[config.mk]
export PLATFORM = sky130hd
export DESIGN_NAME = mul_top
export DESIGN_NICKNAME = d
export VERILOG_FILES = /design/src/rtl/mul_op_pkg.sv /design/src/rtl/mul_pipe_pkg.sv /design/src/rtl/mul_partial_products.sv /design/src/rtl/mul_partial_sum.sv /design/src/rtl/mul_issue.sv /design/src/rtl/mul_unit.sv /design/src/rtl/mul_writeback.sv /design/src/rtl/mul_top.sv
export VERILOG_INCLUDE_DIRS = /design/src /design/src/include
export SDC_FILE = /design/constraint.sdc
export NUM_CORES = 2
export LEC_CHECK = 0
export ABC_AREA = 1
export CORE_ASPECT_RATIO = 0.5
export CORE_MARGIN = 8
export CORE_UTILIZATION = 48
export CTS_CLUSTER_SIZE = 14
export DETAILED_ROUTE_END_ITERATION = 8
export DONT_BUFFER_PORTS = 1
export PLACE_DENSITY = 0.66
export SLEW_MARGIN = 20
export SYNTH_ARGS = -nofsm -noshare
export SYNTH_HDL_FRONTEND = slang
export SYNTH_SLANG_ARGS = --single-unit
[constraint.sdc]
create_clock -name clk -period 6.35 [get_ports clk]
set_input_delay 0.635 -clock clk [delete_from_list [all_inputs] [get_ports clk]]
set_output_delay 0.635 -clock clk [all_outputs]
set_load 0.01 [all_outputs]
[src/include/mul_defines.svh]
`ifndef MUL_DEFINES_SVH
`define MUL_DEFINES_SVH

// operand and result word width
`define MUL_XLEN 32

// half word, one side of each partial product
// must stay MUL_XLEN / 2 for the split in the first stage
`define MUL_HALF 16

// register file index width, 32 architectural registers
`define MUL_REG_W 5

// full product is 2 * MUL_XLEN, formed from these where needed
// upper word picked for mulh / mulhu
// lower word for mul

`endif

[src/rtl/mul_op_pkg.sv]
`include "mul_defines.svh"

package mul_op_pkg;

    // low two bits of funct3 for the multiply group
    // 2'b10 would be mulhsu, not supported, decodes as plain mul
    typedef enum logic [1:0] {
        MUL_OP_MUL   = 2'b00,
        MUL_OP_MULH  = 2'b01,
        MUL_OP_MULHU = 2'b11
    } mul_op_t;

    // one issued multiply as seen on the request port
    // op in the top bits, then destination, then operands
    typedef struct packed {
        // operation select
        mul_op_t                 op;
        // destination register index
        logic [`MUL_REG_W-1:0]   rd;
        // rs1 value
        logic [`MUL_XLEN-1:0]    src1;
        // rs2 value
        logic [`MUL_XLEN-1:0]    src2;
    } mul_req_t;

    // 2 + 5 + 32 + 32 = 71 bits

endpackage

[src/rtl/mul_pipe_pkg.sv]
`include "mul_defines.svh"

package mul_pipe_pkg;

    // side information carried next to the data through the pipe
    // the multiplier itself never looks at it
    typedef struct packed {
        // destination register
        logic [`MUL_REG_W-1:0] rd;
        // take bits 63:32 at writeback
        logic                  sel_high;
    } mul_tag_t;

    // 5 + 1 = 6 bits

    // first stage output, registered inside the multiply pipe
    // all four products are unsigned half x half
    typedef struct packed {
        // src1 high x src2 high
        logic [`MUL_XLEN-1:0] hh;
        // src1 high x src2 low
        logic [`MUL_XLEN-1:0] hl;
        // src1 low x src2 high
        logic [`MUL_XLEN-1:0] lh;
        // src1 low x src2 low
        logic [`MUL_XLEN-1:0] ll;
        // signed correction, subtracted at bit MUL_XLEN
        // zero for unsigned operations
        logic [`MUL_XLEN-1:0] comp;
    } mul_partials_t;

    // 5 x 32 = 160 bits

    // the correction only matters modulo 2^MUL_XLEN
    // since it is shifted up by MUL_XLEN before the subtract
    // and the sum wraps at 2 * MUL_XLEN

endpackage

[src/rtl/mul_partial_products.sv]
`timescale 1ns/1ps
`include "mul_defines.svh"

module mul_partial_products
    import mul_pipe_pkg::*;
(
    input  logic [`MUL_XLEN-1:0] src1,
    input  logic [`MUL_XLEN-1:0] src2,
    input  logic                 sign,
    output mul_partials_t        partials
);

    // operand halves
    logic [`MUL_HALF-1:0] a_hi;
    logic [`MUL_HALF-1:0] a_lo;
    logic [`MUL_HALF-1:0] b_hi;
    logic [`MUL_HALF-1:0] b_lo;

    // correction contributions from each operand's sign bit
    logic [`MUL_XLEN-1:0] comp_a;
    logic [`MUL_XLEN-1:0] comp_b;

    assign a_hi = src1[`MUL_XLEN-1:`MUL_HALF];
    assign a_lo = src1[`MUL_HALF-1:0];
    assign b_hi = src2[`MUL_HALF-1+`MUL_HALF:`MUL_HALF];
    assign b_lo = src2[`MUL_HALF-1:0];

    // unsigned half products, each fits in MUL_XLEN bits
    always_comb begin
        partials.hh = `MUL_XLEN'(a_hi) * `MUL_XLEN'(b_hi);
        partials.hl = `MUL_XLEN'(a_hi) * `MUL_XLEN'(b_lo);
        partials.lh = `MUL_XLEN'(a_lo) * `MUL_XLEN'(b_hi);
        partials.ll = `MUL_XLEN'(a_lo) * `MUL_XLEN'(b_lo);
        partials.comp = comp_a + comp_b;
    end

    // signed a = A - 2^32 * a31, same for b
    // a*b = A*B - 2^32 * (a31 * B + b31 * A) mod 2^64
    // so the correction is src2 when src1 is negative
    // plus src1 when src2 is negative
    always_comb begin
        comp_a = '0;
        comp_b = '0;
        if (sign) begin
            if (src1[`MUL_XLEN-1]) begin
                comp_a = src2;
            end
            if (src2[`MUL_XLEN-1]) begin
                comp_b = src1;
            end
        end
    end

    // the a31 * b31 * 2^64 term falls off the top
    // and needs no handling here

endmodule

[src/rtl/mul_partial_sum.sv]
`timescale 1ns/1ps
`include "mul_defines.svh"

module mul_partial_sum
    import mul_pipe_pkg::*;
(
    input  mul_partials_t            partials,
    output logic [2*`MUL_XLEN-1:0]   product
);

    // partials placed at their weight in the full product
    logic [2*`MUL_XLEN-1:0] ll_w;
    logic [2*`MUL_XLEN-1:0] hl_w;
    logic [2*`MUL_XLEN-1:0] lh_w;
    logic [2*`MUL_XLEN-1:0] hh_w;
    logic [2*`MUL_XLEN-1:0] comp_w;

    // weight 1
    assign ll_w = {{`MUL_XLEN{1'b0}}, partials.ll};

    // weight 2^16, both cross terms
    assign hl_w = {{`MUL_HALF{1'b0}}, partials.hl, {`MUL_HALF{1'b0}}};
    assign lh_w = {{`MUL_HALF{1'b0}}, partials.lh, {`MUL_HALF{1'b0}}};

    // weight 2^32
    assign hh_w = {partials.hh, {`MUL_XLEN{1'b0}}};

    // signed correction also sits at 2^32
    assign comp_w = {partials.comp, {`MUL_XLEN{1'b0}}};

    // unsigned sum of the four products minus the correction
    // wraps at 64 bits, which is exactly what the signed case needs
    assign product = ll_w + hl_w + lh_w + hh_w - comp_w;

endmodule

[src/rtl/mul_issue.sv]
`timescale 1ns/1ps
`include "mul_defines.svh"

module mul_issue
    import mul_op_pkg::*;
    import mul_pipe_pkg::*;
(
    input  logic                 clk,
    input  logic                 rstn,
    input  logic                 mul_en,
    input  mul_req_t             req,
    output logic                 issue_valid,
    output logic                 sign,
    output logic [`MUL_XLEN-1:0] src1,
    output logic [`MUL_XLEN-1:0] src2,
    output mul_tag_t             tag
);

    // decoded from req.op before the register
    logic dec_sign;
    logic dec_high;

    always_comb begin
        dec_sign = 1'b0;
        dec_high = 1'b0;
        case (req.op)
            MUL_OP_MULH: begin
                dec_sign = 1'b1;
                dec_high = 1'b1;
            end
            MUL_OP_MULHU: begin
                dec_high = 1'b1;
            end
            // mul and the unused mulhsu code
            default: begin
                dec_sign = 1'b0;
                dec_high = 1'b0;
            end
        endcase
    end

    // valid follows the strobe, one op per cycle at most
    always_ff @(posedge clk) begin
        if (!rstn) begin
            issue_valid <= 1'b0;
        end else begin
            issue_valid <= mul_en;
        end
    end

    // payload only moves on a real issue
    always_ff @(posedge clk) begin
        if (mul_en) begin
            sign         <= dec_sign;
            src1         <= req.src1;
            src2         <= req.src2;
            tag.rd       <= req.rd;
            tag.sel_high <= dec_high;
        end
    end

endmodule

[src/rtl/mul_unit.sv]
`timescale 1ns/1ps
`include "mul_defines.svh"

module mul_unit
    import mul_pipe_pkg::*;
#(
    // carried alongside, never inspected
    parameter type tag_type = logic
)
(
    input  logic                   clk,
    input  logic                   rstn,
    input  logic                   in_valid,
    input  logic                   sign,
    input  logic [`MUL_XLEN-1:0]   src1,
    input  logic [`MUL_XLEN-1:0]   src2,
    input  tag_type                in_tag,
    output logic                   out_valid,
    output logic [2*`MUL_XLEN-1:0] product,
    output tag_type                out_tag
);

    // stage 1, combinational partials from the inputs
    mul_partials_t s1_partials_d;

    // stage 1 register
    logic          s1_valid;
    mul_partials_t s1_partials;
    tag_type       s1_tag;

    // stage 2, combinational sum of the registered partials
    logic [2*`MUL_XLEN-1:0] s2_sum;

    mul_partial_products u_partial_products (
        .src1     (src1),
        .sign     (sign),
        .src2     (src2),
        .partials (s1_partials_d)
    );

    // valid bits only, payload is don't care while invalid
    always_ff @(posedge clk) begin
        if (!rstn) begin
            s1_valid  <= 1'b0;
            out_valid <= 1'b0;
        end else begin
            s1_valid  <= in_valid;
            out_valid <= s1_valid;
        end
    end

    // partials register, edge 1 after the issue edge
    always_ff @(posedge clk) begin
        if (in_valid) begin
            s1_partials <= s1_partials_d;
            s1_tag      <= in_tag;
        end
    end

    mul_partial_sum u_partial_sum (
        .partials (s1_partials),
        .product  (s2_sum)
    );

    // product register, edge 2
    // the tag moves with it so the writeback sees a matched pair
    always_ff @(posedge clk) begin
        if (s1_valid) begin
            product <= s2_sum;
            out_tag <= s1_tag;
        end
    end

    // no stall, a new op can enter every cycle
    // two ops in here at most, one per register

endmodule

[src/rtl/mul_writeback.sv]
`timescale 1ns/1ps
`include "mul_defines.svh"

module mul_writeback
    import mul_pipe_pkg::*;
(
    input  logic                   clk,
    input  logic                   rstn,
    input  logic                   res_valid,
    input  logic [2*`MUL_XLEN-1:0] product,
    input  mul_tag_t               tag,
    output logic                   wb_en,
    output logic [`MUL_REG_W-1:0]  wb_rd,
    output logic [`MUL_XLEN-1:0]   wb_data
);

    // word picked from the product
    logic [`MUL_XLEN-1:0] res_word;

    // x0 is hardwired zero, never written
    logic                 rd_nonzero;

    // upper word for mulh / mulhu, lower for mul
    assign res_word = tag.sel_high ? product[2*`MUL_XLEN-1:`MUL_XLEN]
                                   : product[`MUL_XLEN-1:0];

    assign rd_nonzero = |tag.rd;

    // write strobe, one cycle per retired op
    always_ff @(posedge clk) begin
        if (!rstn) begin
            wb_en <= 1'b0;
        end else begin
            wb_en <= res_valid && rd_nonzero;
        end
    end

    // index and data held until the next valid result
    always_ff @(posedge clk) begin
        if (res_valid) begin
            wb_rd   <= tag.rd;
            wb_data <= res_word;
        end
    end

    // consumer has no way to push back
    // wb_en must be taken the cycle it is high

endmodule

[src/rtl/mul_top.sv]
`timescale 1ns/1ps
`include "mul_defines.svh"

module mul_top
    import mul_op_pkg::*;
    import mul_pipe_pkg::*;
(
    input  logic                  clk,
    input  logic                  rstn,
    input  logic                  mul_en,
    input  mul_req_t              req,
    output logic                  wb_en,
    output logic [`MUL_REG_W-1:0] wb_rd,
    output logic [`MUL_XLEN-1:0]  wb_data
);

    // issue to multiply pipe
    logic                   issue_valid;
    logic                   issue_sign;
    logic [`MUL_XLEN-1:0]   issue_src1;
    logic [`MUL_XLEN-1:0]   issue_src2;
    mul_tag_t               issue_tag;

    // multiply pipe to writeback
    logic                   res_valid;
    logic [2*`MUL_XLEN-1:0] res_product;
    mul_tag_t               res_tag;

    // edge 0, request capture and decode
    mul_issue u_issue (
        .clk         (clk),
        .rstn        (rstn),
        .mul_en      (mul_en),
        .req         (req),
        .issue_valid (issue_valid),
        .sign        (issue_sign),
        .src1        (issue_src1),
        .src2        (issue_src2),
        .tag         (issue_tag)
    );

    // edges 1 and 2, partials then product
    mul_unit #(
        .tag_type (mul_tag_t)
    ) u_unit (
        .clk       (clk),
        .rstn      (rstn),
        .in_valid  (issue_valid),
        .sign      (issue_sign),
        .src1      (issue_src1),
        .src2      (issue_src2),
        .in_tag    (issue_tag),
        .out_valid (res_valid),
        .product   (res_product),
        .out_tag   (res_tag)
    );

    // edge 3, register file write
    mul_writeback u_writeback (
        .clk       (clk),
        .rstn      (rstn),
        .res_valid (res_valid),
        .product   (res_product),
        .tag       (res_tag),
        .wb_en     (wb_en),
        .wb_rd     (wb_rd),
        .wb_data   (wb_data)
    );

endmodule

# == Yosys cells after proc, flatten, opt, wreduce, memory -nomap -nowiden ==
# Index checks and enable logic that the tools add are counted.
# word_totals
in_bits,74
out_inout_bits,38
wordCells,42
ff_bits,348
# classes
n_mul,4
addsub,5
eq_ne,2
mux,7
n_reduce_logical,3
# ops
operator,count
32-bit 2-to-1 mux,5
16-bit by 16-bit multiplier with 32-bit output,4
64-bit by 48-bit adder with 64-bit output,1
64-bit adder,1
64-bit subtractor,1
32-bit by 48-bit adder with 49-bit output,1
32-bit adder,1
5-bit OR reduction,1
"2-bit by 1-bit equality test with 1-bit output, second input constant",1
"2-bit equality test, second input constant",1
1-bit 2-to-1 mux,2
2-bit OR reduction,1
1-bit logical AND,1

# == Logic depth before layout (Yosys ltp) ==
# depth
word_depth,4
depth_mapped,30
depth_no_buf,30

# == Modules after synthesis ==
# From an unflattened synthesis, not the netlist that was laid out.
# hier_totals
hier_cells,7860
hier_area_um2,58967.8
# modules_own_cells
mod,seq_area_each_um2,area_per_inst_um2,cells_each,instances
mul_partial_products,0.0,39842.0,5884,1
mul_partial_sum,0.0,8035.2,1508,1
mul_unit,7126.8,7141.8,242,1
mul_issue,2152.1,2173.3,77,1
mul_writeback,1131.1,1775.5,149,1

# == Least setup slack after synthesis ==
# OpenSTA, ideal clock, no wires.
# synth_timing
path_type,reg2reg
start,register u_issue.src1[7]
end,register u_unit.s1_partials[91] (netlist name) (data pin)
t_required_ns,6.097
t_arrival_ns,4.985
n_path_buf,1
period_less_slack_ns,5.237
path_stages_with_launch,23
setup_time_ns,0.253
slack_ns,1.113
path_cell_list,edfxtp_1 > clkbuf_1 > nand2_1 > fa_1 > inv_1 > fa_1 > inv_1 > fa_1 > inv_1 > fa_1 > fa_1 > inv_1 > fa_1 > inv_1 > ha_1 > nand2_1 > inv_1 > a21oi_1 > nor2_1 > o21ai_0 > nand3_1 > nand2_1 > nand2_1
# synth_lines
item,line,source
from (decl),mul_issue.sv:14,"output logic [`MUL_XLEN-1:0] src1,"
from (signal assigned),mul_issue.sv:55,src1 <= req.src1;
to (signal assigned),mul_unit.sv:55,s1_partials <= s1_partials_d;
to (decl),mul_unit.sv:28,mul_partials_t s1_partials;

==> results.sh <==
export IMPL_wl_per_cell_um=18.5
export IMPL_cts_buffers=41
export IMPL_worstPathRequired_ns=6.73
export IMPL_pin_count=112
export IMPL_finalWeightedCongestion=0.978
export IMPL_use_met3=0.0641
export IMPL_grt_max_degree=144
export IMPL_worstMarginPinSlew_ns=0.961
export IMPL_start_kind="flop"
export IMPL_synth_commonest_cells="2149 x nand2_1, 1992 x inv_1, 812 x fa_1, 599 x ha_1, 359 x nor2_1"
export IMPL_arrival_ns=6.46
export IMPL_yosysWarnings=0
export IMPL_top_usage_layer="met1"
export IMPL_grt_util_all_layers=0.254
export IMPL_setup_viol=0
export IMPL_clock_path_buffers=3
export IMPL_grt_util_met2=0.377
export IMPL_synthesis_instances=7421
export IMPL_holdCritPathClass="in -> reg"
export IMPL_maxSlewViolCount=0
export IMPL_clk_latency_ns=0.63
export IMPL_synth_top_flop_cell="edfxtp_1"
export IMPL_io_buffer_count=0
export IMPL_viasPerCell=5.10
export IMPL_cts_tree="built"
export IMPL_slew_headroom=0.359
export IMPL_antenna_found_initial=6
export IMPL_nets=8897
export IMPL_period_needed_ns=6.07
export IMPL_finalSetupTns_ns=0
export IMPL_synth_most_common_cell="nand2_1"
export IMPL_reg2reg_slack_ns=0.28
export IMPL_ff2ff_path_depth=19
export IMPL_crit_start="u_issue.src1[13]"
export IMPL_first_pass_iters=6
export IMPL_critical_path_class="reg -> reg"
export IMPL_synth_top_area_cell="fa_1"
export IMPL_drv_cap=0
export IMPL_cts_sinks=348
export IMPL_die_width_um=507
export IMPL_grt_pass1_wl_mm=265
export IMPL_drive_gt1_frac=0.0415
export IMPL_hold_depth=0
export IMPL_min_to="u_issue.src1[2]"
export IMPL_dp_hpwl_mm=140
export IMPL_ctsHtreeMaxLevel=2
export IMPL_area_growth_pct=7.39
export IMPL_r2r_end="u_unit.s1_partials[95]"
export IMPL_seq_area_frac_synth=0.180
export IMPL_cp_max_fo=17
export IMPL_hp_start="req[34]"
export IMPL_start_util=0.482
export IMPL_hold_viol=0
export IMPL_floorplan_die_height_um=261
export IMPL_synth_edf_count=344
export IMPL_drt_total_wl_mm=168
export IMPL_fillers=11600
export IMPL_period_share=0.956
export IMPL_outcome="completed"
export IMPL_syn_num_nets=8906
export IMPL_timing_fmax_mhz=165
export IMPL_ant_nets=0
export IMPL_syn_area_per_cell_sq_um=7.79
export IMPL_drcViolationCount=0
export IMPL_end_kind="flop"
export IMPL_ys_ff_latch=348
export IMPL_rows=90
export IMPL_core_sq_um=120000
export IMPL_finClkSkew_ns=0.0453
export IMPL_rsz0062_at_grt="no"
export IMPL_drt_iter0_drc=3885
export IMPL_ys_async_sr_fraction=0
export IMPL_syn_area_sq_um=57800
export IMPL_grt_use_met1=0.378
export IMPL_r2r_start="u_issue.src1[13]"
export IMPL_cts_clk_slew_worst_paths_ns=0.06
export IMPL_grt_pass1_vias=46500
export IMPL_grt_overflow_total=0
export IMPL_synth_area_leaders="fa_1 28%, edfxtp_1 18%, nand2_1 14%"
export IMPL_yosysTopAreaCellShare=0.281
export IMPL_num_vias=46100
export IMPL_cts_root_buf="clkbuf_16"
export IMPL_synth_distinct_cells=42
export IMPL_die_area_sq_um=132000
-- cells by family after synthesis --
logic type                 Yosys count  synth area share
AOI/OAI and AO/OA                  401            0.0379
xor gates and xnor gates           162            0.0245
adders and majority gates         1411             0.411
buffers and inverters             2214             0.144
DFF                                348             0.180
muxes                               32           0.00623
and+or+nand+nor                   2853             0.197
-- what timing repair did --
item	in CTS	in global routing
setup endpoints to repair	0	6
hold buffers	0	0
buffers inserted	0	5
gates resized for setup	0	0
-- state kept, by name, indices dropped and copies added, names as in the netlist, 5 cells and up --
| signal | flops |
|---|---|
| u_unit.s1_partials | 160 |
| u_issue.src2 | 32 |
| u_issue.src1 | 32 |
| u_writeback.wb_rd | 5 |
| u_unit.s1_tag | 6 |
| u_issue.tag | 6 |
| u_unit.product | 64 |
| u_unit.out_tag | 6 |
| u_writeback.wb_data | 32 |
-- cells in the final DEF, fill, tap and decap left out, drive strengths merged, types with 44 or more instances in the layout --
master / netlist / routed
xor2: 127 / 127
a21oi: 237 / 237
o21ai: 92 / 92
fa: 812 / 812
inv: 2010 / 2019
ha: 599 / 599
buf: 3 / 151
nand3: 194 / 194
nor2: 382 / 382
edfxtp: 344 / 344
nor3: 54 / 54
nand2: 2156 / 2156
clkbuf: 200 / 44
-- final cells by class --
cell class | count | area [sq um] | share of cell area
flip-flops and latches | 348 | 10400 | 0.168
multi-input cells | 4859 | 39100 | 0.630
well taps | 1610 | 2010 | 0.0325
diodes | 3 | 7.51 | 0.000121
clock inverters | 29 | 413 | 0.00665
clock buffers | 44 | 1040 | 0.0167
inverters | 2011 | 7550 | 0.122
repair buffers | 151 | 1560 | 0.0251
-- per-stage QoR --
| step | hold slack [ns] | area, sq um | setup slack [ns] | util | std cells |
|---|---|---|---|---|---|
| after floorplan | 0.400 | 57800 | 1.11 | - | 7421 |
| after global placement | 0.401 | 60500 | 0.341 | 0.504 | 8974 |
| after detailed placement | 0.405 | 60500 | 0.263 | 0.504 | 8974 |
| after CTS | 0.0688 | 62000 | 0.255 | 0.516 | 9047 |
| after global routing | 0.0681 | 62100 | 0.00469 | 0.517 | 9053 |
| final | 0.0982 | 62100 | 0.277 | 0.517 | 9055 |
-- worst max path at each step --
| stage | to | slack [ns] | cells after the start |
|---|---|---|---|
| floorplan | u_unit.s1_partials[91] | 1.11 | 22 |
| global placement | u_unit.s1_partials[95] | 0.34 | 19 |
| detailed placement | u_unit.s1_partials[95] | 0.26 | 19 |
| CTS | u_unit.s1_partials[95] | 0.26 | 19 |
| global route | u_unit.s1_partials[95] | 0.005 | 19 |
| finish | u_unit.s1_partials[95] | 0.28 | 19 |
-- worst max-delay path: stages (launching register included) --
cell and delay [ns]:
edfxtp_1 0.89, nand2_1 0.18, fa_1 0.56, inv_1 0.05, fa_1 0.46, fa_1 0.53, fa_1 0.52, fa_1 0.50
inv_1 0.05, fa_1 0.47, inv_1 0.05, ha_1 0.36, a21oi_1 0.32, o21ai_0 0.26, a21oi_1 0.24, nor2_1 0.07
nor2_1 0.13, nand2_1 0.07, nand2_1 0.06, nand2_1 0.05
-- routing by layer --
| metal | part of all wire | vias up |
|---|---|---|
| met5 | 0.00021 | - |
| li1 | - | 21900 |
| met1 | 0.46 | 22200 |
| met3 | 0.11 | 233 |
| met2 | 0.41 | 1788 |
| met4 | 0.020 | 6 |
Power is left out: the tool's default activity adds up to more than one toggle a clock period on the data nets, which glitch-free logic cannot reach.
